<file path="config.mk">
export PLATFORM = sky130hd
export DESIGN_NAME = fetchStage
export DESIGN_NICKNAME = d
export VERILOG_FILES = /design/src/cpuPkg.sv /design/src/fetchStage.sv
export VERILOG_INCLUDE_DIRS = /design/src
export SDC_FILE = /design/constraint.sdc
export NUM_CORES = 2
export LEC_CHECK = 0
export ABC_AREA = 1
export BUFFER_PORTS_ARGS = -buffer_cell sky130_fd_sc_hd__buf_2
export CAP_MARGIN = 10
export CORE_MARGIN = 4
export CORE_UTILIZATION = 50
export CTS_CLUSTER_SIZE = 28
export DETAILED_ROUTE_END_ITERATION = 12
export GPL_TIMING_DRIVEN = 1
export PLACE_DENSITY = 0.65
export REMOVE_ABC_BUFFERS = 1
export SETUP_SLACK_MARGIN = 0.05
export SLEW_MARGIN = 30
export SYNTH_ARGS = -nofsm -noshare
export SYNTH_HDL_FRONTEND = slang
export SYNTH_SLANG_ARGS = --single-unit
</file>
<file path="constraint.sdc">
create_clock -name clk -period 2.8 [get_ports clk]
set_input_delay 0.28 -clock clk [delete_from_list [all_inputs] [get_ports clk]]
set_output_delay 0.28 -clock clk [all_outputs]
set_load 0.01 [all_outputs]
</file>
<file path="src/cpu_settings.svh">
`ifndef CPU_SETTINGS_SVH
`define CPU_SETTINGS_SVH

// datapath and instruction word width
`define CPU_XLEN 16

// architectural registers, r0 hardwired to zero
`define CPU_NREGS 16
`define CPU_REG_BITS $clog2(`CPU_NREGS)

// instruction memory, one word per entry, loaded through the write port
`define CPU_IMEM_WORDS 256
`define CPU_IMEM_BITS $clog2(`CPU_IMEM_WORDS)

`endif
</file>
<file path="src/cpuPkg.sv">
`include "cpu_settings.svh"

package cpuPkg;

	// instruction opcodes in bits 15..12, gaps decode as no-ops
	typedef enum logic [3:0] {
		opAdd  = 4'd0,
		opSub  = 4'd1,
		opXor  = 4'd2,
		opAddi = 4'd3,
		opLw   = 4'd8,
		opSw   = 4'd9,
		opLlb  = 4'd10,
		opLhb  = 4'd11,
		opBz   = 4'd12,
		opHlt  = 4'd15
	} opcodeE;

	typedef enum logic [2:0] {
		aluAdd,  // add, also address calc for lw/sw
		aluSub,
		aluXor,
		aluLlb,  // low byte merge
		aluLhb,  // high byte merge
		aluPass  // no-ops, result unused
	} aluOpE;

	// control bundle that rides down the pipe with each instruction
	typedef struct packed {
		aluOpE                     aluOp;
		logic                      useImm;   // b operand is the sign-extended imm
		logic                      regWrite;
		logic                      memRead;
		logic                      memWrite;
		logic                      setsZero; // only arithmetic touches z
		logic                      isBranch;
		logic                      isHalt;
		logic [`CPU_REG_BITS-1:0]  dstReg;
	} ctrlT;

endpackage

</file>
<file path="src/fetchStage.sv">
`include "cpu_settings.svh"

module fetchStage (
	input  logic                      clk,
	input  logic                      arstN,
	input  logic                      imemWe,      // program load port
	input  logic [`CPU_IMEM_BITS-1:0] imemAddr,
	input  logic [`CPU_XLEN-1:0]      imemData,
	input  logic                      stall,       // load-use hold from decode
	input  logic                      redirect,    // taken bz in execute
	input  logic [`CPU_XLEN-1:0]      redirectPc,
	output logic [`CPU_XLEN-1:0]      pc,
	output logic [`CPU_XLEN-1:0]      instr,       // fetch/decode register
	output logic [`CPU_XLEN-1:0]      pcPlus2,
	output logic                      fetchValid
);

	logic [`CPU_XLEN-1:0] imem [`CPU_IMEM_WORDS];
	logic [`CPU_XLEN-1:0] fetchWord;
	logic [`CPU_XLEN-1:0] pcNext;
	logic                 fetchHalt;

	always_ff @(posedge clk) begin
		if (imemWe)
			imem[imemAddr] <= imemData; // synchronous load
	end

	assign fetchWord = imem[pc[`CPU_IMEM_BITS:1]]; // byte pc, word array
	assign pcNext    = pc + `CPU_XLEN'd2;
	// a halt at the pc keeps the pc parked on it
	assign fetchHalt = cpuPkg::opcodeE'(fetchWord[15:12]) == cpuPkg::opHlt;

	always_ff @(posedge clk or negedge arstN) begin
		if (!arstN)
			pc <= '0;
		else if (redirect)
			pc <= redirectPc;           // branch beats stall and halt
		else if (!stall && !fetchHalt)
			pc <= pcNext;
	end

	always_ff @(posedge clk or negedge arstN) begin
		if (!arstN)
			fetchValid <= 1'b0;
		else if (redirect)
			fetchValid <= 1'b0;         // squash wrong-path fetch
		else if (!stall)
			fetchValid <= 1'b1;
	end

	always_ff @(posedge clk) begin
		if (!stall) begin
			instr   <= fetchWord;
			pcPlus2 <= pcNext;          // bz target base
		end
	end

endmodule

</file>
==> results.ini <==
[worst_hold_path]
hold_end=instr[12]
worstHoldPathType=primary input to flip-flop
worstHoldPathCells=3
worstHoldStart=stall

[clock_network]
cts_buffers=401
clock_sinks=4145
cts_max_level=5
clk_latency_ns=0.95
cts_max_path_buffers=4
cts_tree=yes
clockRootBuffer=clkbuf_16
cts.clk_slew.worst_paths_ns=0.07

[yosys]
synth_area_mm2=0.164
synthDistinctLibCells=34
synth_warnings=0
synth.avg_cell_area_um2=13.3
syn_inst=12300
synth-seq-area-share_pct=75.7
ys_seq_elements=4145

[die]
core_area_mm2=0.327
ios=94
die_area_mm2=0.338
die_width_um=581
initial_core_util_pct=50.2
die_h_um=581
rows=210

[route]
viasPerCell=6.29
drc=0
drt-total-wl_mm=522
vias=113000
wl_per_cell_um=29.1
drt_iter0_markers=18100
ant_nets=0
drt_first_pass_iters=10

[placement]
place_area_mm2=0.178
hpwlAfterDp_mm=303
port_buffers=93
place.gp.congestion=0.953
dp.cells=16900

[worst_setup_path]
worstSetupEndpointType=flip-flop
crit_type=flip-flop to flip-flop
r2r_end=pc[15]
path_cells=buf_12, buf_6, buf_12, buf_16, buf_8, o21ai_2, o211ai_1, nand3_1, a21oi_2, buf_4, nor2_2, nand2_2, nand3_2, buf_6, nand2_4, nand2_4, o21ai_4, buf_12, buf_12, clkbuf_16, nand3_2, nand2_1
critPathRequiredTime_ns=3.67
r2r_start=pc[2]
critical_path.top_delay_family=buffers and inverters
cp_slowest_stage_delay_ns=0.42
worstPathMaxFanout=7
start_kind=flip-flop
reg2reg_depth=22
crit_path_top_delay_cell=dfrtp_4
path_buf_inv=10
r2r_slack_ns=-0.66
cp.arrival_ns=4.33
cp_common_cell=buf_12

[sta]
hold_violations=0
fin_crit_ns=3.46
tightest_slew_ns=1.09
slew_violations=0
holdWs_ns=0.140
rsz0062_at_grt=yes
setup_viol=33
setup_tns_ns=-16.16
worst_slack_ns=-0.661
fin_crit_sh_pct=124
max_freq_mhz=289
slew_headroom_pct=27.4
finClkSkew_ns=0.0712

[finish]
areaGrowthSynthToFinish_pct=20.4
final_common_cell=edfxtp_1
mostFrequentLayoutCells=edfxtp_1, nor2_1, o21ai_0, nand2_1, buf_4
drive_gt1_share_pct=17.5
layout.cells.non_filler=17900
fillerInstances=24000
final_nets=13300
fin_area_mm2=0.198

[outcome]
violations=setup timing
status=complete, but fails checks

[pwr]
p_leak_nw=66.3
peakVddDrop_mv=0.553
power.density_mw_per_mm2=816

[grt]
grt-ovfl-total=0
grt_max_degree=91
grt_pass1_wl_mm=734
grt_pass1_vias=106000
antenna_found_initial=34
groute.usage.overall_pct=29.3

[job]
cap_violations=0

==> registers in the layout (all words and copies together) (netlist names) <==
| signal | flops |
|---|---|
| fetchValid | 1 |
| instr | 16 |
| imem | 4096 |
| pc | 16 |
| pcPlus2 | 16 |
==> synthesized netlist by cell type <==
library cell,n,area (um2)
inv_1,163,612
nor4_1,1,6.26
o31ai_1,12,90.1
a21oi_1,64,320
o21ai_4,1,16.3
o221ai_1,497,4350
buf_6,11,124
nor2_4,2,22.5
o22ai_1,271,1700
nor2_1,2374,8910
xor2_1,10,87.6
and2_1,2,12.5
nand2_2,1,6.26
or2_2,3,18.8
nand4_2,2,25.0
nor3_4,1,16.3
mux2i_1,120,1200
dfrtp_1,17,425
nand2_1,879,3300
nor2_2,3,18.8
nand3_1,756,3780
inv_2,3,11.3
buf_2,250,1250
buf_1,70,263
o211ai_1,326,2450
o21ai_0,1723,8620
clkinv_1,1,3.75
edfxtp_1,4128,124000
a31oi_1,12,75.1
xnor2_1,1,8.76
buf_4,47,353
ha_1,1,12.5
clkbuf_1,549,2060
o21ai_1,38,190
==> repair_timing <==
item                       CTS  global route
cloned                      41            46
buffers inserted            61            45
setup endpoints to repair   38            37
gates resized for setup    363           444
hold buffers                50             0
pin swaps                  109           191
hold endpoints to repair   745             0
==> report_power, final <==
part	internal [mW]	switching [mW]
Sequential	68.6	0.251
Combinational	13.6	25.5
Clock	30.3	23.2
==> worst register-to-register path, delay by kind of cell, from the launching register on <==
family / cells / cell delay (ns)
flip-flops: 1 / 0.42
AND/OR/NAND/NOR: 8 / 0.61
buffers and inverters: 10 / 1.59
AO/OA/AOI/OAI: 4 / 0.78
==> stage by stage <==
step,power (mW),setup slack (ns),utilization (%)
global route,166,-0.669,60.5
detailed placement,102,-1.45,54.4
CTS,158,-0.565,59.6
floorplan,78.8,-151.02,-
global placement,102,-1.38,54.4
finish,161,-0.661,60.5
==> routing by layer <==
| layer | vias to the layer above | global-route usage, % | part of all wire (%) |
|---|---|---|---|
| li1 | 48000 | - | - |
| met1 | 56000 | 40.9 | 37 |
| met2 | 7537 | 43.8 | 45 |
| met3 | 1189 | 7.36 | 13 |
| met4 | 16 | 13.3 | 4.9 |
| met5 | - | 0 | 0.017 |
==> worst max-delay path by stage <==
stage | startpoint | to | slack, ns | depth (start not counted)
4_1_cts | pc[2] | pc[1] | -0.56 | 22
2_1_floorplan | pc[1] | pc[1] | -151.02 | 16
3_3_place_gp | pc[2] | pc[1] | -1.38 | 20
5_1_grt | pc[2] | pc[14] | -0.67 | 22
3_5_place_dp | pc[2] | pc[1] | -1.45 | 20
6_report | pc[2] | pc[15] | -0.66 | 22
==> cell families (layout without fill, tap and decap cells) <==
logic type | Yosys count | after routing | synth area share, %
AO/OA/AOI/OAI | 2944 | 2944 | 10.8
XOR/XNOR | 11 | 11 | 0.0586
adder cells (fa/ha/maj) | 1 | 1 | 0.00761
buffers and inverters | 1094 | 2298 | 2.85
flip-flops | 4145 | 4145 | 75.7
multiplexers | 120 | 120 | 0.731
other | 0 | 19 | 0
AND/OR/NAND/NOR | 4024 | 4025 | 9.81
==> final cells by class <==
cell class              count  area (um2)  area share [%]
clock buffers             478       10400            5.27
diodes                     19        47.5          0.0240
multi-input cells        7101       37400            18.9
clock inverters           250        2410            1.22
repair buffers           1400       17000            8.59
flip-flops and latches   4145      124000            62.9
inverters                 167         696           0.352
repair inverters            3        38.8          0.0196
well taps                4346        5440            2.75
No activity file was read; power rests on OpenSTA's default activity.
