--- src/cpu_settings.svh ---
`ifndef CPU_SETTINGS_SVH
`define CPU_SETTINGS_SVH

// datapath and instruction word width
`define CPU_XLEN 16

// architectural registers, r0 hardwired to zero
`define CPU_NREGS 16
`define CPU_REG_BITS $clog2(`CPU_NREGS)

// instruction memory, one word per entry, loaded through the write port
`define CPU_IMEM_WORDS 256
`define CPU_IMEM_BITS $clog2(`CPU_IMEM_WORDS)

`endif
--- src/cpuPkg.sv ---
`include "cpu_settings.svh"

package cpuPkg;

	// instruction opcodes in bits 15..12, gaps decode as no-ops
	typedef enum logic [3:0] {
		opAdd  = 4'd0,
		opSub  = 4'd1,
		opXor  = 4'd2,
		opAddi = 4'd3,
		opLw   = 4'd8,
		opSw   = 4'd9,
		opLlb  = 4'd10,
		opLhb  = 4'd11,
		opBz   = 4'd12,
		opHlt  = 4'd15
	} opcodeE;

	typedef enum logic [2:0] {
		aluAdd,  // add, also address calc for lw/sw
		aluSub,
		aluXor,
		aluLlb,  // low byte merge
		aluLhb,  // high byte merge
		aluPass  // no-ops, result unused
	} aluOpE;

	// control bundle that rides down the pipe with each instruction
	typedef struct packed {
		aluOpE                     aluOp;
		logic                      useImm;   // b operand is the sign-extended imm
		logic                      regWrite;
		logic                      memRead;
		logic                      memWrite;
		logic                      setsZero; // only arithmetic touches z
		logic                      isBranch;
		logic                      isHalt;
		logic [`CPU_REG_BITS-1:0]  dstReg;
	} ctrlT;

endpackage

--- src/cpuIf.sv ---
`include "cpu_settings.svh"


// execute/memory pipeline register contents
interface exMemIf;
	logic                 valid;
	cpuPkg::ctrlT         ctrl;
	logic [`CPU_XLEN-1:0] aluResult;  // also the data bus address
	logic [`CPU_XLEN-1:0] storeData;

	modport producer(output valid, ctrl, aluResult, storeData);
	modport consumer(input valid, ctrl, aluResult, storeData);
endinterface

// register write port plus the two forwarding sources
interface wbIf;
	logic                     wbEn;       // already excludes r0
	logic [`CPU_REG_BITS-1:0] wbReg;
	logic [`CPU_XLEN-1:0]     wbData;
	logic                     memFwdEn;   // alu result sitting in memory stage
	logic [`CPU_REG_BITS-1:0] memFwdReg;
	logic [`CPU_XLEN-1:0]     memFwdData;

	modport producer(output wbEn, wbReg, wbData, memFwdEn, memFwdReg, memFwdData);
	modport consumer(input wbEn, wbReg, wbData, memFwdEn, memFwdReg, memFwdData);
endinterface

--- src/memStage.sv ---
`include "cpu_settings.svh"

module memStage (
	input  logic                 clk,
	input  logic                 arstN,
	exMemIf.consumer             xm,
	output logic                 memRe,
	output logic                 memWe,
	output logic [`CPU_XLEN-1:0] memAddr,
	output logic [`CPU_XLEN-1:0] memWdata,
	input  logic [`CPU_XLEN-1:0] memRdata,
	wbIf.producer                wb,
	output logic                 hlt
);

	logic                 wbWrite;   // valid and regWrite folded together
	logic                 wbHalt;
	logic                 hltSticky;
	logic [`CPU_XLEN-1:0] resultSel;

	// single-cycle strobes, address and data only matter while one is up
	assign memRe    = xm.valid && xm.ctrl.memRead;
	assign memWe    = xm.valid && xm.ctrl.memWrite;
	assign memAddr  = xm.aluResult;
	assign memWdata = xm.storeData;

	assign resultSel = xm.ctrl.memRead ? memRdata : xm.aluResult; // load data is same-cycle

	// load results are not forwarded from here, decode stalls for them instead
	assign wb.memFwdEn   = xm.valid && xm.ctrl.regWrite && !xm.ctrl.memRead &&
		xm.ctrl.dstReg != '0;
	assign wb.memFwdReg  = xm.ctrl.dstReg;
	assign wb.memFwdData = xm.aluResult;

	always_ff @(posedge clk or negedge arstN) begin
		if (!arstN) begin
			wbWrite   <= 1'b0;
			wbHalt    <= 1'b0;
			hltSticky <= 1'b0;
		end else begin
			wbWrite   <= xm.valid && xm.ctrl.regWrite;
			wbHalt    <= xm.valid && xm.ctrl.isHalt;
			hltSticky <= hltSticky || wbHalt;        // held until reset
		end
	end

	always_ff @(posedge clk) begin
		wb.wbReg  <= xm.ctrl.dstReg;
		wb.wbData <= resultSel;
	end

	assign wb.wbEn = wbWrite && wb.wbReg != '0;       // r0 never written
	assign hlt     = hltSticky || wbHalt;             // up in the cycle halt hits writeback

endmodule

--- src/flat_wrapper.sv ---
// flat-port wrapper written by rule: the top's interface ports become plain ports
module memStage_flat 
  (clk, arstN, memRe, memWe, memAddr, memWdata, memRdata, hlt, xm_valid, xm_ctrl, xm_aluResult, xm_storeData, wb_wbEn, wb_wbReg, wb_wbData, wb_memFwdEn, wb_memFwdReg, wb_memFwdData);
  exMemIf xm_i ();
  wbIf wb_i ();
  input  logic clk;
  input  logic arstN;
  output logic memRe;
  output logic memWe;
  output logic [`CPU_XLEN-1:0] memAddr;
  output logic [`CPU_XLEN-1:0] memWdata;
  input  logic [`CPU_XLEN-1:0] memRdata;
  output logic hlt;
  input wire logic [$bits(xm_i.valid)-1:0] xm_valid;
  input wire logic [$bits(xm_i.ctrl)-1:0] xm_ctrl;
  input wire logic [$bits(xm_i.aluResult)-1:0] xm_aluResult;
  input wire logic [$bits(xm_i.storeData)-1:0] xm_storeData;
  output wire logic [$bits(wb_i.wbEn)-1:0] wb_wbEn;
  output wire logic [$bits(wb_i.wbReg)-1:0] wb_wbReg;
  output wire logic [$bits(wb_i.wbData)-1:0] wb_wbData;
  output wire logic [$bits(wb_i.memFwdEn)-1:0] wb_memFwdEn;
  output wire logic [$bits(wb_i.memFwdReg)-1:0] wb_memFwdReg;
  output wire logic [$bits(wb_i.memFwdData)-1:0] wb_memFwdData;
  assign xm_i.valid = xm_valid;
  assign xm_i.ctrl = xm_ctrl;
  assign xm_i.aluResult = xm_aluResult;
  assign xm_i.storeData = xm_storeData;
  assign wb_wbEn = wb_i.wbEn;
  assign wb_wbReg = wb_i.wbReg;
  assign wb_wbData = wb_i.wbData;
  assign wb_memFwdEn = wb_i.memFwdEn;
  assign wb_memFwdReg = wb_i.memFwdReg;
  assign wb_memFwdData = wb_i.memFwdData;
  memStage u_core (.clk(clk), .arstN(arstN), .xm(xm_i), .memRe(memRe), .memWe(memWe), .memAddr(memAddr), .memWdata(memWdata), .memRdata(memRdata), .wb(wb_i), .hlt(hlt));
endmodule
--- config.mk ---
export PLATFORM = sky130hd
export DESIGN_NAME = memStage_flat
export DESIGN_NICKNAME = d
export VERILOG_FILES = /design/src/cpuPkg.sv /design/src/cpuIf.sv /design/src/memStage.sv /design/src/flat_wrapper.sv
export VERILOG_INCLUDE_DIRS = /design/src
export SDC_FILE = /design/constraint.sdc
export NUM_CORES = 1
export LEC_CHECK = 0
export ABC_CLOCK_PERIOD_IN_PS = 2800
export CAP_MARGIN = 10
export CORE_MARGIN = 2
export CORE_UTILIZATION = 31
export CTS_BUF_LIST = sky130_fd_sc_hd__clkbuf_2
export CTS_CLUSTER_SIZE = 30
export DETAILED_ROUTE_END_ITERATION = 10
export DONT_BUFFER_PORTS = 1
export HOLD_SLACK_MARGIN = 0.05
export SKIP_LAST_GASP = 1
export SLEW_MARGIN = 30
export SYNTH_ARGS = -nofsm -noshare
export SYNTH_HDL_FRONTEND = slang
export SYNTH_SLANG_ARGS = --single-unit
--- constraint.sdc ---
create_clock -name clk -period 2.8 [get_ports clk]
set_clock_uncertainty 0.1 [all_clocks]
set_input_delay 0.84 -clock clk [delete_from_list [all_inputs] [get_ports clk]]
set_output_delay 0.84 -clock clk [all_outputs]
set_load 0.005 [all_outputs]
==> impl_metrics.json, run 1 <==
{
  "synth_area_leaders": "dfxtp_1 34%, buf_4 34%, mux2_4 10%, mux2_2 7.7%, dfrtp_1 6.4%",
  "netlist_area_um2": 1160,
  "finalMaxSlewViolations": 0,
  "place_ws_ns": 0.585,
  "num_antenna_cells": 0,
  "syn_nets": 166,
  "cp_slowest_cell": "nor4_1",
  "routed.top_layer": "met4",
  "holdCritPathClass": "reg -> reg",
  "path_max_fanout": 3,
  "timing.final.crit_share_pct": 78.1,
  "yosysTopAreaCellShare_pct": 34.4,
  "grt_overflow_total": 0,
  "crit_required_ns": 1.86,
  "finalHoldViolations": 0,
  "crit_family": "simple AND/OR/NAND/NOR gates",
  "drive_gt1_share_pct": 42.3,
  "tightestPinTransition_ns": 0.275,
  "core.rowCount": 22,
  "regArea_um2": 475,
  "portBuffers": 0,
  "synth.distinct_cells": 13,
  "worst_skew_pair.late_latency_ns": 0.31,
  "routed-via-count": 453,
  "ys_seq_elements": 23,
  "syn_area_per_cell_um2": 11.5,
  "yosysWarnings": 0,
  "crit_chain": "nor4_1 > nor3b_1",
  "post_cts_buffers": 0,
  "ys_seq_area_share_pct": 40.8,
  "clock-root-buffer": "clkbuf_2",
  "cp-start-kind": "input port",
  "start_util_pct": 32.1,
  "grt_first_pass_wirelength_mm": 2.36,
  "track_usage_pct": 7.97,
  "crit_path_max_incr_delay_ns": 0.29,
  "wl_per_cell_um": 19.1,
  "setup_viol": 0,
  "drc": 0,
  "ir_drop_v": 0.000126,
  "grt_max_degree": 19,
  "clockBufferDepth": 2,
  "antenna_found_initial": 0,
  "fill_cells": 390,
  "gp_congestion": 0.562,
  "wl_met2_mm": 1.03,
  "cts_made_buffers": 3,
  "power.leakage_uw": 0.000337,
  "wl_mm": 1.91,
  "firstDrtPassIters": 2,
  "nets": 118,
  "postLayoutSetupSlackWorst_ns": 0.613,
  "cts_tree": "yes",
  "drtAntennaViolNets": 0,
  "io_pins": 142,
  "drv_cap": 0,
  "rsz0062_at_grt": "false",
  "htree_levels": 1,
  "via_per_inst": 4.53,
  "yosysTopAreaCell": "dfxtp_1",
  "arrival_ns": 1.25,
  "multi_input_area_um2": 268,
  "area_growth_pct": -28.5,
  "cts.sinks": 23,
  "die-area_um2": 4260,
  "syn-instance-count": 101,
  "critPathKind": "in -> out",
  "grt_pass1_vias": 475,
  "cts-hold-fix-buffers": 0,
  "power_density_nw_per_um2": 631,
  "coreArea_um2": 3630,
  "met3_length_um": 319,
  "max_freq_mhz": 457,
  "cts_resized": 0,
  "fin_setup_tns_ns": 0,
  "fin_crit_ns": 2.19,
  "outcome": "completed",
  "clkSlewWorstSetupHoldPaths_ns": 0.19,
  "end_kind": "output pin",
  "worst-path-buf-inv": 0,
  "wl_met1_um": 492,
  "max_slew_margin_pct": 81.5,
  "die_h_um": 65.3,
  "drt_iter0_markers": 6,
  "dieWidth_um": 65.3
}
==> through the flow <==
| stage | area (um^2) | instances | hold WS, ns | total power (uW) | utilization [%] |
|---|---|---|---|---|---|
| detailed placement | 803 | 95 | 0.354 | 405 | 22.1 |
| finish | 833 | 100 | 0.388 | 526 | 22.9 |
| CTS | 823 | 99 | 0.0509 | 537 | 22.7 |
| global placement | 803 | 95 | 0.356 | 403 | 22.1 |
| floorplan | 1160 | 101 | 0.336 | 465 | - |
| global route | 833 | 100 | 0.382 | 552 | 22.9 |
==> kinds of logic (layout without fill, tap and decap cells) <==
family	count (synthesis)	count (layout)	synth area share, %
DFF	23	23	40.8
buffers and inverters	54	5	36.2
AOI/OAI and AO/OA	1	1	0.967
and+or+nand+nor	7	7	3.98
muxes	16	16	18.0
==> cells in the mapped netlist <==
cell and count:
nor3b_1 1, and2_2 1, mux2_2 8, buf_6 1, and2_1 3, buf_12 1
nor4_1 1, buf_4 52, dfrtp_1 3, mux2_4 8, dfxtp_1 20, o41a_1 1
or2_2 1
==> sequential cells by signal, summed over array words and instances, names as in the netlist <==
signal,flops
u_core.hltSticky,1
u_core.wb.wbData,16
u_core.wbHalt,1
u_core.wbWrite,1
u_core.wb.wbReg,4
==> cell usage in the layout, fill, tap and decap left out <==
cell            n
and2_1          3
and2_2          1
clkbuf_2        4
dfrtp_1         3
dfxtp_1        20
dlygate4sd3_1   1
mux2_2          8
mux2_4          8
nor3b_1         1
nor4_1          1
o41a_1          1
or2_2           1
==> path summary, 6_finish.rpt <==
| path | start | end | slack, ns | depth (start not counted) |
|---|---|---|---|---|
| worst min register to register | u_core.hltSticky$_DFF_PN0_ | u_core.hltSticky$_DFF_PN0_ | 0.39 | 1 |
| max in group asynchronous | arstN | u_core.wbWrite$_DFF_PN0_ | 1.80 | 1 |
| worst min-delay path | u_core.hltSticky$_DFF_PN0_ | u_core.hltSticky$_DFF_PN0_ | 0.39 | 1 |
| worst max register to register | u_core.wbHalt$_DFF_PN0_ | u_core.hltSticky$_DFF_PN0_ | 1.88 | 1 |
| min in group asynchronous | arstN | u_core.wbHalt$_DFF_PN0_ | 0.64 | 1 |
| worst max-delay path | xm_ctrl[1] | wb_memFwdEn | 0.61 | 2 |
==> final cells by class <==
cell class | instances | share of cell area, %
multi-input cells | 24 | 32.1
flip-flops and latches | 23 | 57.1
repair buffers | 1 | 1.20
well taps | 48 | 7.21
clock buffers | 4 | 2.40
==> power by group <==
part | switching (uW) | internal, uW | leakage [uW]
combinational | 7.27 | 25.7 | 0.000117
sequential | 12.9 | 352 | 0.000203
clock | 90.8 | 37.8 | 0.0000166
==> per-layer routing <==
| metal | global-route usage [%] | up-vias |
|---|---|---|
| met1 | 5.16 | 197 |
| met3 | 4.11 | 10 |
| met4 | 7.29 | 0 |
| met5 | 0 | - |
| li1 | - | 172 |
| met2 | 15.3 | 74 |
Power figures use the tool's default switching activity.
==> run 2: changes to the inputs <==
ABC_CLOCK_PERIOD_IN_PS = 2230   (was 2800)
clock period = 2.23 ns   (was 2.8 ns; I/O delays follow)
==> run 2 against run 1 <==
Cell area is the same. Worst hold slack worse by 0.12 ns. Via count is the same. Sequential share of layout area unchanged. Sequential power increased by 25%. Utilization did not move. Largest power group unchanged. Register-to-register slack lost 0.57 ns. First-iteration DRC count down 17%. Worst setup slack got worse by 0.26 ns. Final cell count unchanged. Wire length shrank 0.47%. Critical endpoint is now wb_wbEn. Critical path type is now reg -> out. Non-clock buffer count unchanged.
==> impl_metrics.json, run 2 (synthesis gave the netlist of run 1 again) <==
{
  "crit_required_ns": 1.46,
  "cts.sinks": 23,
  "max_slew_margin_pct": 81.5,
  "max_freq_mhz": 532,
  "path_max_fanout": 2,
  "wl_per_cell_um": 19.0,
  "drt_iter0_markers": 5,
  "cp_slowest_cell": "o41a_1",
  "regMostFlops": "u_core.wb.wbData",
  "final_cell_mix": "20 x dfxtp_1, 8 x mux2_4, 8 x mux2_2",
  "cp-start-kind": "register",
  "coreArea_um2": 3630,
  "num_antenna_cells": 0,
  "die_h_um": 65.3,
  "firstDrtPassIters": 2,
  "tightestPinTransition_ns": 0.275,
  "finalMaxSlewViolations": 0,
  "holdCritPathClass": "in -> reg",
  "track_usage_pct": 8.01,
  "critPathKind": "reg -> out",
  "clkSlewWorstSetupHoldPaths_ns": 0.19,
  "r2r.worst_path.cells": 1,
  "area_growth_pct": -28.5,
  "crit_family": "compound AO/OA/AOI/OAI gates",
  "portBuffers": 0,
  "rsz0062_at_grt": "false",
  "fill_cells": 390,
  "crit_chain": "o41a_1",
  "cp-startpoint": "u_core.wb.wbReg[1]$_DFF_P_",
  "grt_overflow_total": 0,
  "drv_cap": 0,
  "arrival_ns": 1.11,
  "fin_crit_ns": 1.88,
  "drive_gt1_share_pct": 42.3,
  "top_regs": "u_core.wb.wbData x16, u_core.wb.wbReg x4",
  "r2r_slack_ns": 1.31,
  "multi_input_area_um2": 268,
  "io_pins": 142,
  "finalHoldViolations": 0,
  "drc": 0,
  "setup_viol": 0,
  "clockBufferDepth": 2,
  "htree_levels": 1,
  "grt_max_degree": 19,
  "grt_pass1_vias": 481,
  "cts_made_buffers": 3,
  "timing.final.crit_share_pct": 84.3,
  "start_util_pct": 32.1,
  "final_common_cell": "dfxtp_1",
  "ir_drop_v": 0.000158,
  "reg2reg_to": "u_core.hltSticky$_DFF_PN0_",
  "post_cts_buffers": 0,
  "cp.depth": 1,
  "worst-path-buf-inv": 0,
  "routed-via-count": 453,
  "fin_setup_tns_ns": 0,
  "nets": 118,
  "core.rowCount": 22,
  "cp-endpoint": "wb_wbEn",
  "fin_total_pwr_uw": 661,
  "via_per_inst": 4.53,
  "dieWidth_um": 65.3,
  "wl_mm": 1.90,
  "antenna_found_initial": 0,
  "power_density_nw_per_um2": 793,
  "drtAntennaViolNets": 0,
  "clock-root-buffer": "clkbuf_2",
  "crit_path_max_incr_delay_ns": 0.44,
  "r2r_start": "u_core.wbHalt$_DFF_PN0_",
  "grt_first_pass_wirelength_mm": 2.38,
  "worst_skew_pair.late_latency_ns": 0.31,
  "largest_reg_flops": 16,
  "end_kind": "output pin",
  "cts_tree": "yes",
  "outcome": "completed",
  "gp_congestion": 0.562,
  "power.leakage_uw": 0.000337,
  "die-area_um2": 4260,
  "regArea_um2": 475
}
run 2: cell counts in the layout (fill, tap and decap cells not counted):
Identical to the previous run, type by type.
run 2: how the worst min path moves through the flow:
stage / cells past startpoint / endpoint / slack (ns) / from
3_5_place_dp: 0 / u_core.hltSticky$_DFF_PN0_ / 0.27 / arstN
3_3_place_gp: 0 / u_core.hltSticky$_DFF_PN0_ / 0.27 / arstN
5_1_grt: 0 / u_core.wb.wbReg[0]$_DFF_P_ / 0.21 / xm_ctrl[0]
2_1_floorplan: 0 / u_core.hltSticky$_DFF_PN0_ / 0.27 / arstN
4_1_cts: 0 / u_core.wb.wbReg[3]$_DFF_P_ / 0.23 / xm_ctrl[3]
6_report: 0 / u_core.wb.wbReg[0]$_DFF_P_ / 0.27 / xm_ctrl[0]
run 2: layout make-up:
class                      count  area share, %
clock buffer                   4           2.40
sequential                    23           57.1
timing repair buffer           1           1.20
multi-input combinational     24           32.1
tap                           48           7.21
run 2: repair_timing:
item,CTS,global route
endpoints found under the hold margin,3,0
gates resized for setup,0,0
hold buffers,1,0
run 2: where the power goes:
group          total, uW  switching [uW]  internal [uW]
logic               41.3            9.07           32.2
clock network        162             114           47.5
registers            458            16.2            441
total                661             139            521
run 2: through the flow:
step                      setup slack, ns  cells  area, um^2  utilization, %  hold slack (ns)
after floorplan                     0.306    101        1160               -            0.273
after global placement              0.414     95         803            22.1            0.273
after detailed placement            0.357     95         803            22.1            0.273
after CTS                           0.304    100         833            22.9            0.231
after global routing                0.264    100         833            22.9            0.211
final                               0.350    100         833            22.9            0.269
run 2: per-layer routing:
metal / up-vias / track usage, % / part of all wire (%)
li1: 172 / - / -
met1: 198 / 5.16 / 26
met2: 73 / 15.4 / 54
met3: 10 / 4.11 / 17
met4: 0 / 7.29 / 3.4
met5: - / 0 / 0
