[config.mk]
export PLATFORM = sky130hd
export DESIGN_NAME = decodeStage_flat
export DESIGN_NICKNAME = d
export VERILOG_FILES = /design/src/cpuPkg.sv /design/src/cpuIf.sv /design/src/decodeStage.sv /design/src/flat_wrapper.sv
export VERILOG_INCLUDE_DIRS = /design/src
export SDC_FILE = /design/constraint.sdc
export NUM_CORES = 1
export LEC_CHECK = 0
export BUFFER_PORTS_ARGS = -buffer_cell sky130_fd_sc_hd__buf_4
export CORE_MARGIN = 2
export CORE_UTILIZATION = 45
export DETAILED_ROUTE_END_ITERATION = 7
export GPL_TIMING_DRIVEN = 0
export PLACE_DENSITY = 0.6
export SLEW_MARGIN = 20
export SYNTH_ARGS = -nofsm -noshare
export SYNTH_HDL_FRONTEND = slang
export SYNTH_SLANG_ARGS = --single-unit
[constraint.sdc]
create_clock -name clk -period 2.7 [get_ports clk]
set_input_delay 0.405 -clock clk [delete_from_list [all_inputs] [get_ports clk]]
set_output_delay 0.405 -clock clk [all_outputs]
set_load 0.01 [all_outputs]
[src/cpu_settings.svh]
`ifndef CPU_SETTINGS_SVH
`define CPU_SETTINGS_SVH

// datapath and instruction word width
`define CPU_XLEN 16

// architectural registers, r0 hardwired to zero
`define CPU_NREGS 16
`define CPU_REG_BITS $clog2(`CPU_NREGS)

// instruction memory, one word per entry, loaded through the write port
`define CPU_IMEM_WORDS 256
`define CPU_IMEM_BITS $clog2(`CPU_IMEM_WORDS)

`endif
[src/cpuPkg.sv]
`include "cpu_settings.svh"

package cpuPkg;

	// instruction opcodes in bits 15..12, gaps decode as no-ops
	typedef enum logic [3:0] {
		opAdd  = 4'd0,
		opSub  = 4'd1,
		opXor  = 4'd2,
		opAddi = 4'd3,
		opLw   = 4'd8,
		opSw   = 4'd9,
		opLlb  = 4'd10,
		opLhb  = 4'd11,
		opBz   = 4'd12,
		opHlt  = 4'd15
	} opcodeE;

	typedef enum logic [2:0] {
		aluAdd,  // add, also address calc for lw/sw
		aluSub,
		aluXor,
		aluLlb,  // low byte merge
		aluLhb,  // high byte merge
		aluPass  // no-ops, result unused
	} aluOpE;

	// control bundle that rides down the pipe with each instruction
	typedef struct packed {
		aluOpE                     aluOp;
		logic                      useImm;   // b operand is the sign-extended imm
		logic                      regWrite;
		logic                      memRead;
		logic                      memWrite;
		logic                      setsZero; // only arithmetic touches z
		logic                      isBranch;
		logic                      isHalt;
		logic [`CPU_REG_BITS-1:0]  dstReg;
	} ctrlT;

endpackage

[src/cpuIf.sv]
`include "cpu_settings.svh"

// decode/execute pipeline register contents
interface decExIf;
	logic                     valid;
	cpuPkg::ctrlT             ctrl;
	logic [`CPU_XLEN-1:0]     pcPlus2;
	logic [`CPU_XLEN-1:0]     operand1;  // rs, or rd for llb/lhb/sw
	logic [`CPU_XLEN-1:0]     operand2;  // rt, or rs for sw
	logic [`CPU_REG_BITS-1:0] src1;      // source numbers kept for forwarding
	logic [`CPU_REG_BITS-1:0] src2;
	logic [`CPU_XLEN-1:0]     immediate; // sign-extended bits 3..0
	logic [7:0]               byteData;  // raw bits 7..0, llb/lhb byte and bz offset

	modport producer(output valid, ctrl, pcPlus2, operand1, operand2, src1, src2,
		immediate, byteData);
	modport consumer(input valid, ctrl, pcPlus2, operand1, operand2, src1, src2,
		immediate, byteData);
endinterface


// register write port plus the two forwarding sources
interface wbIf;
	logic                     wbEn;       // already excludes r0
	logic [`CPU_REG_BITS-1:0] wbReg;
	logic [`CPU_XLEN-1:0]     wbData;
	logic                     memFwdEn;   // alu result sitting in memory stage
	logic [`CPU_REG_BITS-1:0] memFwdReg;
	logic [`CPU_XLEN-1:0]     memFwdData;

	modport producer(output wbEn, wbReg, wbData, memFwdEn, memFwdReg, memFwdData);
	modport consumer(input wbEn, wbReg, wbData, memFwdEn, memFwdReg, memFwdData);
endinterface

[src/decodeStage.sv]
`include "cpu_settings.svh"

module decodeStage (
	input  logic                 clk,
	input  logic                 arstN,
	input  logic [`CPU_XLEN-1:0] instr,
	input  logic [`CPU_XLEN-1:0] pcPlus2,
	input  logic                 fetchValid,
	input  logic                 redirect,
	output logic                 stall,
	wbIf.consumer                wb,
	decExIf.producer             dx
);

	cpuPkg::opcodeE           opcode;
	logic [`CPU_REG_BITS-1:0] rd;
	logic [`CPU_REG_BITS-1:0] rs;
	logic [`CPU_REG_BITS-1:0] rt;
	logic [`CPU_REG_BITS-1:0] src1;
	logic [`CPU_REG_BITS-1:0] src2;
	logic                     useSrc1;
	logic                     useSrc2;
	cpuPkg::ctrlT             ctrl;
	logic [`CPU_XLEN-1:0]     regs [`CPU_NREGS];
	logic [`CPU_XLEN-1:0]     rdata1;
	logic [`CPU_XLEN-1:0]     rdata2;
	logic [`CPU_XLEN-1:0]     immExt;
	logic                     srcHit;

	assign opcode = cpuPkg::opcodeE'(instr[15:12]);
	assign rd     = instr[11:8];
	assign rs     = instr[7:4];
	assign rt     = instr[3:0];
	assign immExt = {{(`CPU_XLEN-4){instr[3]}}, instr[3:0]};

	always_comb begin
		ctrl        = '0;
		ctrl.aluOp  = cpuPkg::aluPass;
		ctrl.dstReg = rd;
		src1        = rs;
		src2        = rt;
		useSrc1     = 1'b0;
		useSrc2     = 1'b0;
		case (opcode)
			cpuPkg::opAdd, cpuPkg::opSub, cpuPkg::opXor: begin
				ctrl.aluOp    = (opcode == cpuPkg::opAdd) ? cpuPkg::aluAdd :
					(opcode == cpuPkg::opSub) ? cpuPkg::aluSub : cpuPkg::aluXor;
				ctrl.regWrite = 1'b1;
				ctrl.setsZero = 1'b1;
				useSrc1       = 1'b1;
				useSrc2       = 1'b1;
			end
			cpuPkg::opAddi, cpuPkg::opLw: begin
				ctrl.aluOp    = cpuPkg::aluAdd;  // rs + imm
				ctrl.useImm   = 1'b1;
				ctrl.regWrite = 1'b1;
				ctrl.setsZero = (opcode == cpuPkg::opAddi);
				ctrl.memRead  = (opcode == cpuPkg::opLw);
				useSrc1       = 1'b1;
			end
			cpuPkg::opSw: begin
				ctrl.aluOp    = cpuPkg::aluAdd;
				ctrl.useImm   = 1'b1;
				ctrl.memWrite = 1'b1;
				src1          = rd;              // store data
				src2          = rs;              // address base
				useSrc1       = 1'b1;
				useSrc2       = 1'b1;
			end
			cpuPkg::opLlb, cpuPkg::opLhb: begin
				ctrl.aluOp    = (opcode == cpuPkg::opLlb) ? cpuPkg::aluLlb : cpuPkg::aluLhb;
				ctrl.regWrite = 1'b1;
				src1          = rd;              // old value keeps the other byte
				useSrc1       = 1'b1;
			end
			cpuPkg::opBz:  ctrl.isBranch = 1'b1;
			cpuPkg::opHlt: ctrl.isHalt   = 1'b1;
			default: ;                         // unused opcodes fall through as no-ops
		endcase
	end

	// register file, written from writeback
	always_ff @(posedge clk or negedge arstN) begin
		if (!arstN) begin
			for (int i = 0; i < `CPU_NREGS; i++)
				regs[i] <= '0;
		end else if (wb.wbEn) begin
			regs[wb.wbReg] <= wb.wbData;
		end
	end

	// r0 reads zero, same-cycle writeback passes straight through
	assign rdata1 = (src1 == '0) ? '0 :
		(wb.wbEn && wb.wbReg == src1) ? wb.wbData : regs[src1];
	assign rdata2 = (src2 == '0) ? '0 :
		(wb.wbEn && wb.wbReg == src2) ? wb.wbData : regs[src2];

	// lw in execute whose target is needed here, data not ready until writeback
	assign srcHit = (useSrc1 && src1 == dx.ctrl.dstReg) || (useSrc2 && src2 == dx.ctrl.dstReg);
	assign stall  = fetchValid && dx.valid && dx.ctrl.memRead &&
		dx.ctrl.dstReg != '0 && srcHit;

	always_ff @(posedge clk or negedge arstN) begin
		if (!arstN)
			dx.valid <= 1'b0;
		else
			dx.valid <= fetchValid && !stall && !redirect; // bubble on hold or flush
	end

	always_ff @(posedge clk) begin
		dx.ctrl      <= ctrl;
		dx.pcPlus2   <= pcPlus2;
		dx.operand1  <= rdata1;
		dx.operand2  <= rdata2;
		dx.src1      <= src1;
		dx.src2      <= src2;
		dx.immediate <= immExt;
		dx.byteData  <= instr[7:0];
	end

endmodule

[src/flat_wrapper.sv]
// flat-port wrapper written by rule: the top's interface ports become plain ports
module decodeStage_flat 
  (clk, arstN, instr, pcPlus2, fetchValid, redirect, stall, wb_wbEn, wb_wbReg, wb_wbData, wb_memFwdEn, wb_memFwdReg, wb_memFwdData, dx_valid, dx_ctrl, dx_pcPlus2, dx_operand1, dx_operand2, dx_src1, dx_src2, dx_immediate, dx_byteData);
  wbIf wb_i ();
  decExIf dx_i ();
  input  logic clk;
  input  logic arstN;
  input  logic [`CPU_XLEN-1:0] instr;
  input  logic [`CPU_XLEN-1:0] pcPlus2;
  input  logic fetchValid;
  input  logic redirect;
  output logic stall;
  input wire logic [$bits(wb_i.wbEn)-1:0] wb_wbEn;
  input wire logic [$bits(wb_i.wbReg)-1:0] wb_wbReg;
  input wire logic [$bits(wb_i.wbData)-1:0] wb_wbData;
  input wire logic [$bits(wb_i.memFwdEn)-1:0] wb_memFwdEn;
  input wire logic [$bits(wb_i.memFwdReg)-1:0] wb_memFwdReg;
  input wire logic [$bits(wb_i.memFwdData)-1:0] wb_memFwdData;
  output wire logic [$bits(dx_i.valid)-1:0] dx_valid;
  output wire logic [$bits(dx_i.ctrl)-1:0] dx_ctrl;
  output wire logic [$bits(dx_i.pcPlus2)-1:0] dx_pcPlus2;
  output wire logic [$bits(dx_i.operand1)-1:0] dx_operand1;
  output wire logic [$bits(dx_i.operand2)-1:0] dx_operand2;
  output wire logic [$bits(dx_i.src1)-1:0] dx_src1;
  output wire logic [$bits(dx_i.src2)-1:0] dx_src2;
  output wire logic [$bits(dx_i.immediate)-1:0] dx_immediate;
  output wire logic [$bits(dx_i.byteData)-1:0] dx_byteData;
  assign wb_i.wbEn = wb_wbEn;
  assign wb_i.wbReg = wb_wbReg;
  assign wb_i.wbData = wb_wbData;
  assign wb_i.memFwdEn = wb_memFwdEn;
  assign wb_i.memFwdReg = wb_memFwdReg;
  assign wb_i.memFwdData = wb_memFwdData;
  assign dx_valid = dx_i.valid;
  assign dx_ctrl = dx_i.ctrl;
  assign dx_pcPlus2 = dx_i.pcPlus2;
  assign dx_operand1 = dx_i.operand1;
  assign dx_operand2 = dx_i.operand2;
  assign dx_src1 = dx_i.src1;
  assign dx_src2 = dx_i.src2;
  assign dx_immediate = dx_i.immediate;
  assign dx_byteData = dx_i.byteData;
  decodeStage u_core (.clk(clk), .arstN(arstN), .instr(instr), .pcPlus2(pcPlus2), .fetchValid(fetchValid), .redirect(redirect), .stall(stall), .wb(wb_i), .dx(dx_i));
endmodule
==> results.txt <==
* Placement Rows: 73
- Synthesis handed over a netlist of 1709 instances.
- Most common cell after layout, fill and taps aside: sky130_fd_sc_hd__mux2_2
- The first global-routing pass estimated 99.2 mm of wire.
- The count of buffers added on input and output ports is 148.
- The clock arrives with 0.0196 ns of skew.
* Total DRC errors in the routed layout: 0
- Once detailed placement completed, the half-perimeter wirelength came to 50.3 mm.
- Leftover overflow at the end of global routing: 0
- Summing all placed instances gives a cell area of 19900 um2.
- Proportion of layout cells with a drive suffix above 1: 31.9%
* Count of antenna diodes in the layout: 0
- The worst setup path is launched from an input pin.
* Number of buffers and inverters on the critical path: 4
* Proportion of synthesized chip area in sequential cells: 44.3%
* Root Buffer Master: sky130_fd_sc_hd__clkbuf_16
- Headroom to the max-slew limit came out at 29.8%.
- Counting every net in the synthesized netlist gives 1787.
* Slowest Stage Delay on Critical Path: 0.65 ns
* Post-layout min period: 2.77 ns
* Vias in the first global route: 15407
- For the pin with the worst max-slew slack, the measured transition is 1.05 ns.
- The clock passes through at most 3 buffers.
- Data arrives at the worst endpoint at 3.22 ns.
- Setup repair after global routing could not meet its margin everywhere.
- The path class of the tightest hold or removal check is in -> reg.
- After the last flow step, the layout net total stands at 2021.
- Share of flip-flops with an asynchronous set or reset: 76.7%
- The number of clock buffers added by TritonCTS is 39.
* Largest delay share family, worst path: buffers and inverters
- Crit path capture type: register
- In this run the worst path has a maximum fanout of 10.
* Number of slew-limit violations in the final report: 0
* Register bit count reported by yosys: 335
* Status: finished with violations
- Drt first pass iters: 6
* Clock Latency Late Sink: 0.58 ns
* CTS H-tree depth: 2
- Avg WL per Cell: 26.8 um
- In the post-route analysis, the smallest setup slack over all paths is -0.0664 ns.
- The die is 204 um tall.
- DR iter-0 viols: 1663
* Crit path required time: 3.15 ns
* Post-synth top area share: 35.7%
- After routing the design area is 21800 um2.
- Number of clock sinks seen by CTS: 335
* Layout Area Growth over Synthesis: 21.2%
* Achievable clock frequency: 361 MHz
- In the routed layout, each cell is associated on average with a via count of 6.34.
- Post-Route WL: 67.1 mm
- In the layout the commonest cells are sky130_fd_sc_hd__mux2_2 (258), sky130_fd_sc_hd__dfrtp_1 (257), sky130_fd_sc_hd__buf_4 (189), sky130_fd_sc_hd__mux2i_1 (116), sky130_fd_sc_hd__nand3_1 (102).
- The final reports fail on negative setup slack.
- The floorplan step defined a die boundary enclosing 41700 um2.
- For this run, the number of Yosys warnings is 0.
* Worst ir drop on vdd: 0.000473 V
- The netlist uses 73 different library cells.
- Mean Syn Cell Area: 10.5 um2
* Tcrit/Tclk final: 102%
- Routability-driven placement finished with a final weighted congestion of 0.964.
* Area leader, netlist: sky130_fd_sc_hd__dfrtp_1
- Measured on the finished design, the core utilization comes to 55.1%.
- The cell that appears most often on the critical path is sky130_fd_sc_hd__buf_2.
- Post-synth EDFFs: 0
- The filler cells instantiated in the layout total 3595.
* Main flop type after synthesis: sky130_fd_sc_hd__dfrtp_1
- The number of endpoints with negative hold slack in the final report is 0.
- Traced cell by cell, the critical path runs through buf_4 > buf_2 > buf_2 > buf_2 > mux2i_1 > nor2_1 > a21oi_1 > nor4_1 > a311oi_1 > a211oi_1.
* Cells taking the most area after synthesis: sky130_fd_sc_hd__dfrtp_1 (36%), sky130_fd_sc_hd__mux2_2 (16%), sky130_fd_sc_hd__dfxtp_1 (8.7%)
- Leakage Power: 9.33 nW
- The routed layout has 15835 vias.
* Netlist area before placement: 18000 um2
- TritonCTS clock tree: built
* Count of max-cap constraint violations: 0
- Die outline width: 204 um
- The region available for standard cell placement spans 39600 um2.
* Initial antenna violation count: 0
- The critical path is of the in -> reg type.
- For this configuration, the core starts out at a cell density of 45.5%.
* Power density over cell area: 741 nW/um2
* I/O pin count: 174
- Clock-pin slew was measured on the worst setup and hold paths at 0.07 ns.
- Setup violations remaining at the end of the flow were counted as 3.
- Routed Antenna Nets: 0
- In the global route stage, overall resource usage came out at 32.2%.
* Slowest CP cell: sky130_fd_sc_hd__nor4_1
- Maximum number of pins on one net before global-route repair: 94
-- what timing repair did --
item | CTS | global route
hold buffers | 26 | 0
pin swaps | 4 | 5
endpoints found under the setup margin | 28 | 33
hold endpoints to repair | 109 | 0
buffers inserted | 7 | 10
resized for setup | 26 | 49
-- layout make-up --
type	count	area, um2	area share, %
plain buffers	170	883	4.04
flip-flops and latches	335	8000	36.6
clock inverters	16	208	0.951
well taps	525	657	3.01
inverters	21	86.3	0.395
clock buffers	56	1150	5.28
repair buffers	193	1580	7.24
multi-input cells	1183	9280	42.5
-- cell families (layout without fill, tap and decap cells) --
logic type / Yosys count / count (layout) / share of synthesized area (%)
simple gates: 454 / 454 / 13.4
flops: 335 / 335 / 44.3
mux: 385 / 385 / 23.9
xor+xnor: 10 / 10 / 0.486
buf+inv: 191 / 456 / 5.00
compound gates: 334 / 334 / 12.9
-- state kept, by name, summed over array words and instances (netlist names) --
signal	count
u_core.dx.src2	4
u_core.dx.ctrl	14
u_core.dx.byteData	5
u_core.regs	256
u_core.dx.src1	4
u_core.dx.operand2	16
u_core.dx.valid	1
u_core.dx.operand1	16
u_core.dx.pcPlus2	16
u_core.dx.immediate	3
-- through the flow --
step	setup TNS, ns	cells	power (W)	hold WS, ns	setup WS (ns)
floorplan	0	1709	0.00902	0.109	0.120
global placement	-300.70	2382	0.0103	0.506	-1.05
detailed placement	-43.18	2384	0.0105	0.464	-0.834
CTS	-0.0965	2489	0.0162	0.0214	-0.0965
global route	-0.0890	2499	0.0169	0.0326	-0.0890
finish	-0.105	2499	0.0162	0.0492	-0.0664
-- worst paths after layout --
path	startpoint	endpoint	cells after the start	slack (ns)
max	instr[5]	u_core.dx.operand2[7]	10	-0.07
min	instr[8]	u_core.dx.ctrl[0]	1	0.05
max reg2reg	u_core.regs[111]	u_core.dx.operand1[15]	6	0.45
min reg2reg	u_core.regs[131]	u_core.regs[131]	1	0.53
max in group asynchronous	arstN	u_core.regs[134]	4	0.89
min in group asynchronous	arstN	u_core.regs[65]	2	0.46
-- cell usage after synthesis, types with 4 or more instances --
cell	n
sky130_fd_sc_hd__a311oi_1	16
sky130_fd_sc_hd__buf_2	22
sky130_fd_sc_hd__mux4_2	9
sky130_fd_sc_hd__a21oi_1	67
sky130_fd_sc_hd__buf_4	30
sky130_fd_sc_hd__a211o_1	14
sky130_fd_sc_hd__mux2_2	258
sky130_fd_sc_hd__o211ai_1	4
sky130_fd_sc_hd__o21ai_0	48
sky130_fd_sc_hd__inv_1	18
sky130_fd_sc_hd__and3_1	61
sky130_fd_sc_hd__nand4_1	6
sky130_fd_sc_hd__a211oi_1	56
sky130_fd_sc_hd__clkbuf_1	102
sky130_fd_sc_hd__or4_1	16
sky130_fd_sc_hd__dfrtp_1	257
sky130_fd_sc_hd__or3_1	4
sky130_fd_sc_hd__nor2_1	69
sky130_fd_sc_hd__o22ai_1	35
sky130_fd_sc_hd__mux2i_1	116
sky130_fd_sc_hd__nor4_1	23
sky130_fd_sc_hd__dfxtp_1	78
sky130_fd_sc_hd__nand3_1	102
sky130_fd_sc_hd__a2111oi_0	59
sky130_fd_sc_hd__xnor2_1	9
sky130_fd_sc_hd__buf_1	10
sky130_fd_sc_hd__a31oi_1	4
sky130_fd_sc_hd__nor3_2	11
sky130_fd_sc_hd__nand2_1	96
sky130_fd_sc_hd__buf_6	5
sky130_fd_sc_hd__nor2b_1	32
sky130_fd_sc_hd__nor3_1	12
-- power by group --
| group | internal [W] | switching, W |
|---|---|---|
| clock network | 0.00338 | 0.00224 |
| logic | 0.00182 | 0.00179 |
| registers | 0.00605 | 0.000901 |
-- per-layer routing --
| layer | share of wire, % | GRT usage (%) | up-vias | wire length (um) |
|---|---|---|---|---|
| met3 | 7.1 | 4.46 | 189 | 4790 |
| li1 | - | - | 6863 | - |
| met1 | 43 | 45.1 | 7991 | 28800 |
| met5 | 0 | 0 | - | 0 |
| met2 | 44 | 48.1 | 792 | 29600 |
| met4 | 5.8 | 18.2 | 0 | 3870 |
No activity file was read; power rests on OpenSTA's default activity.
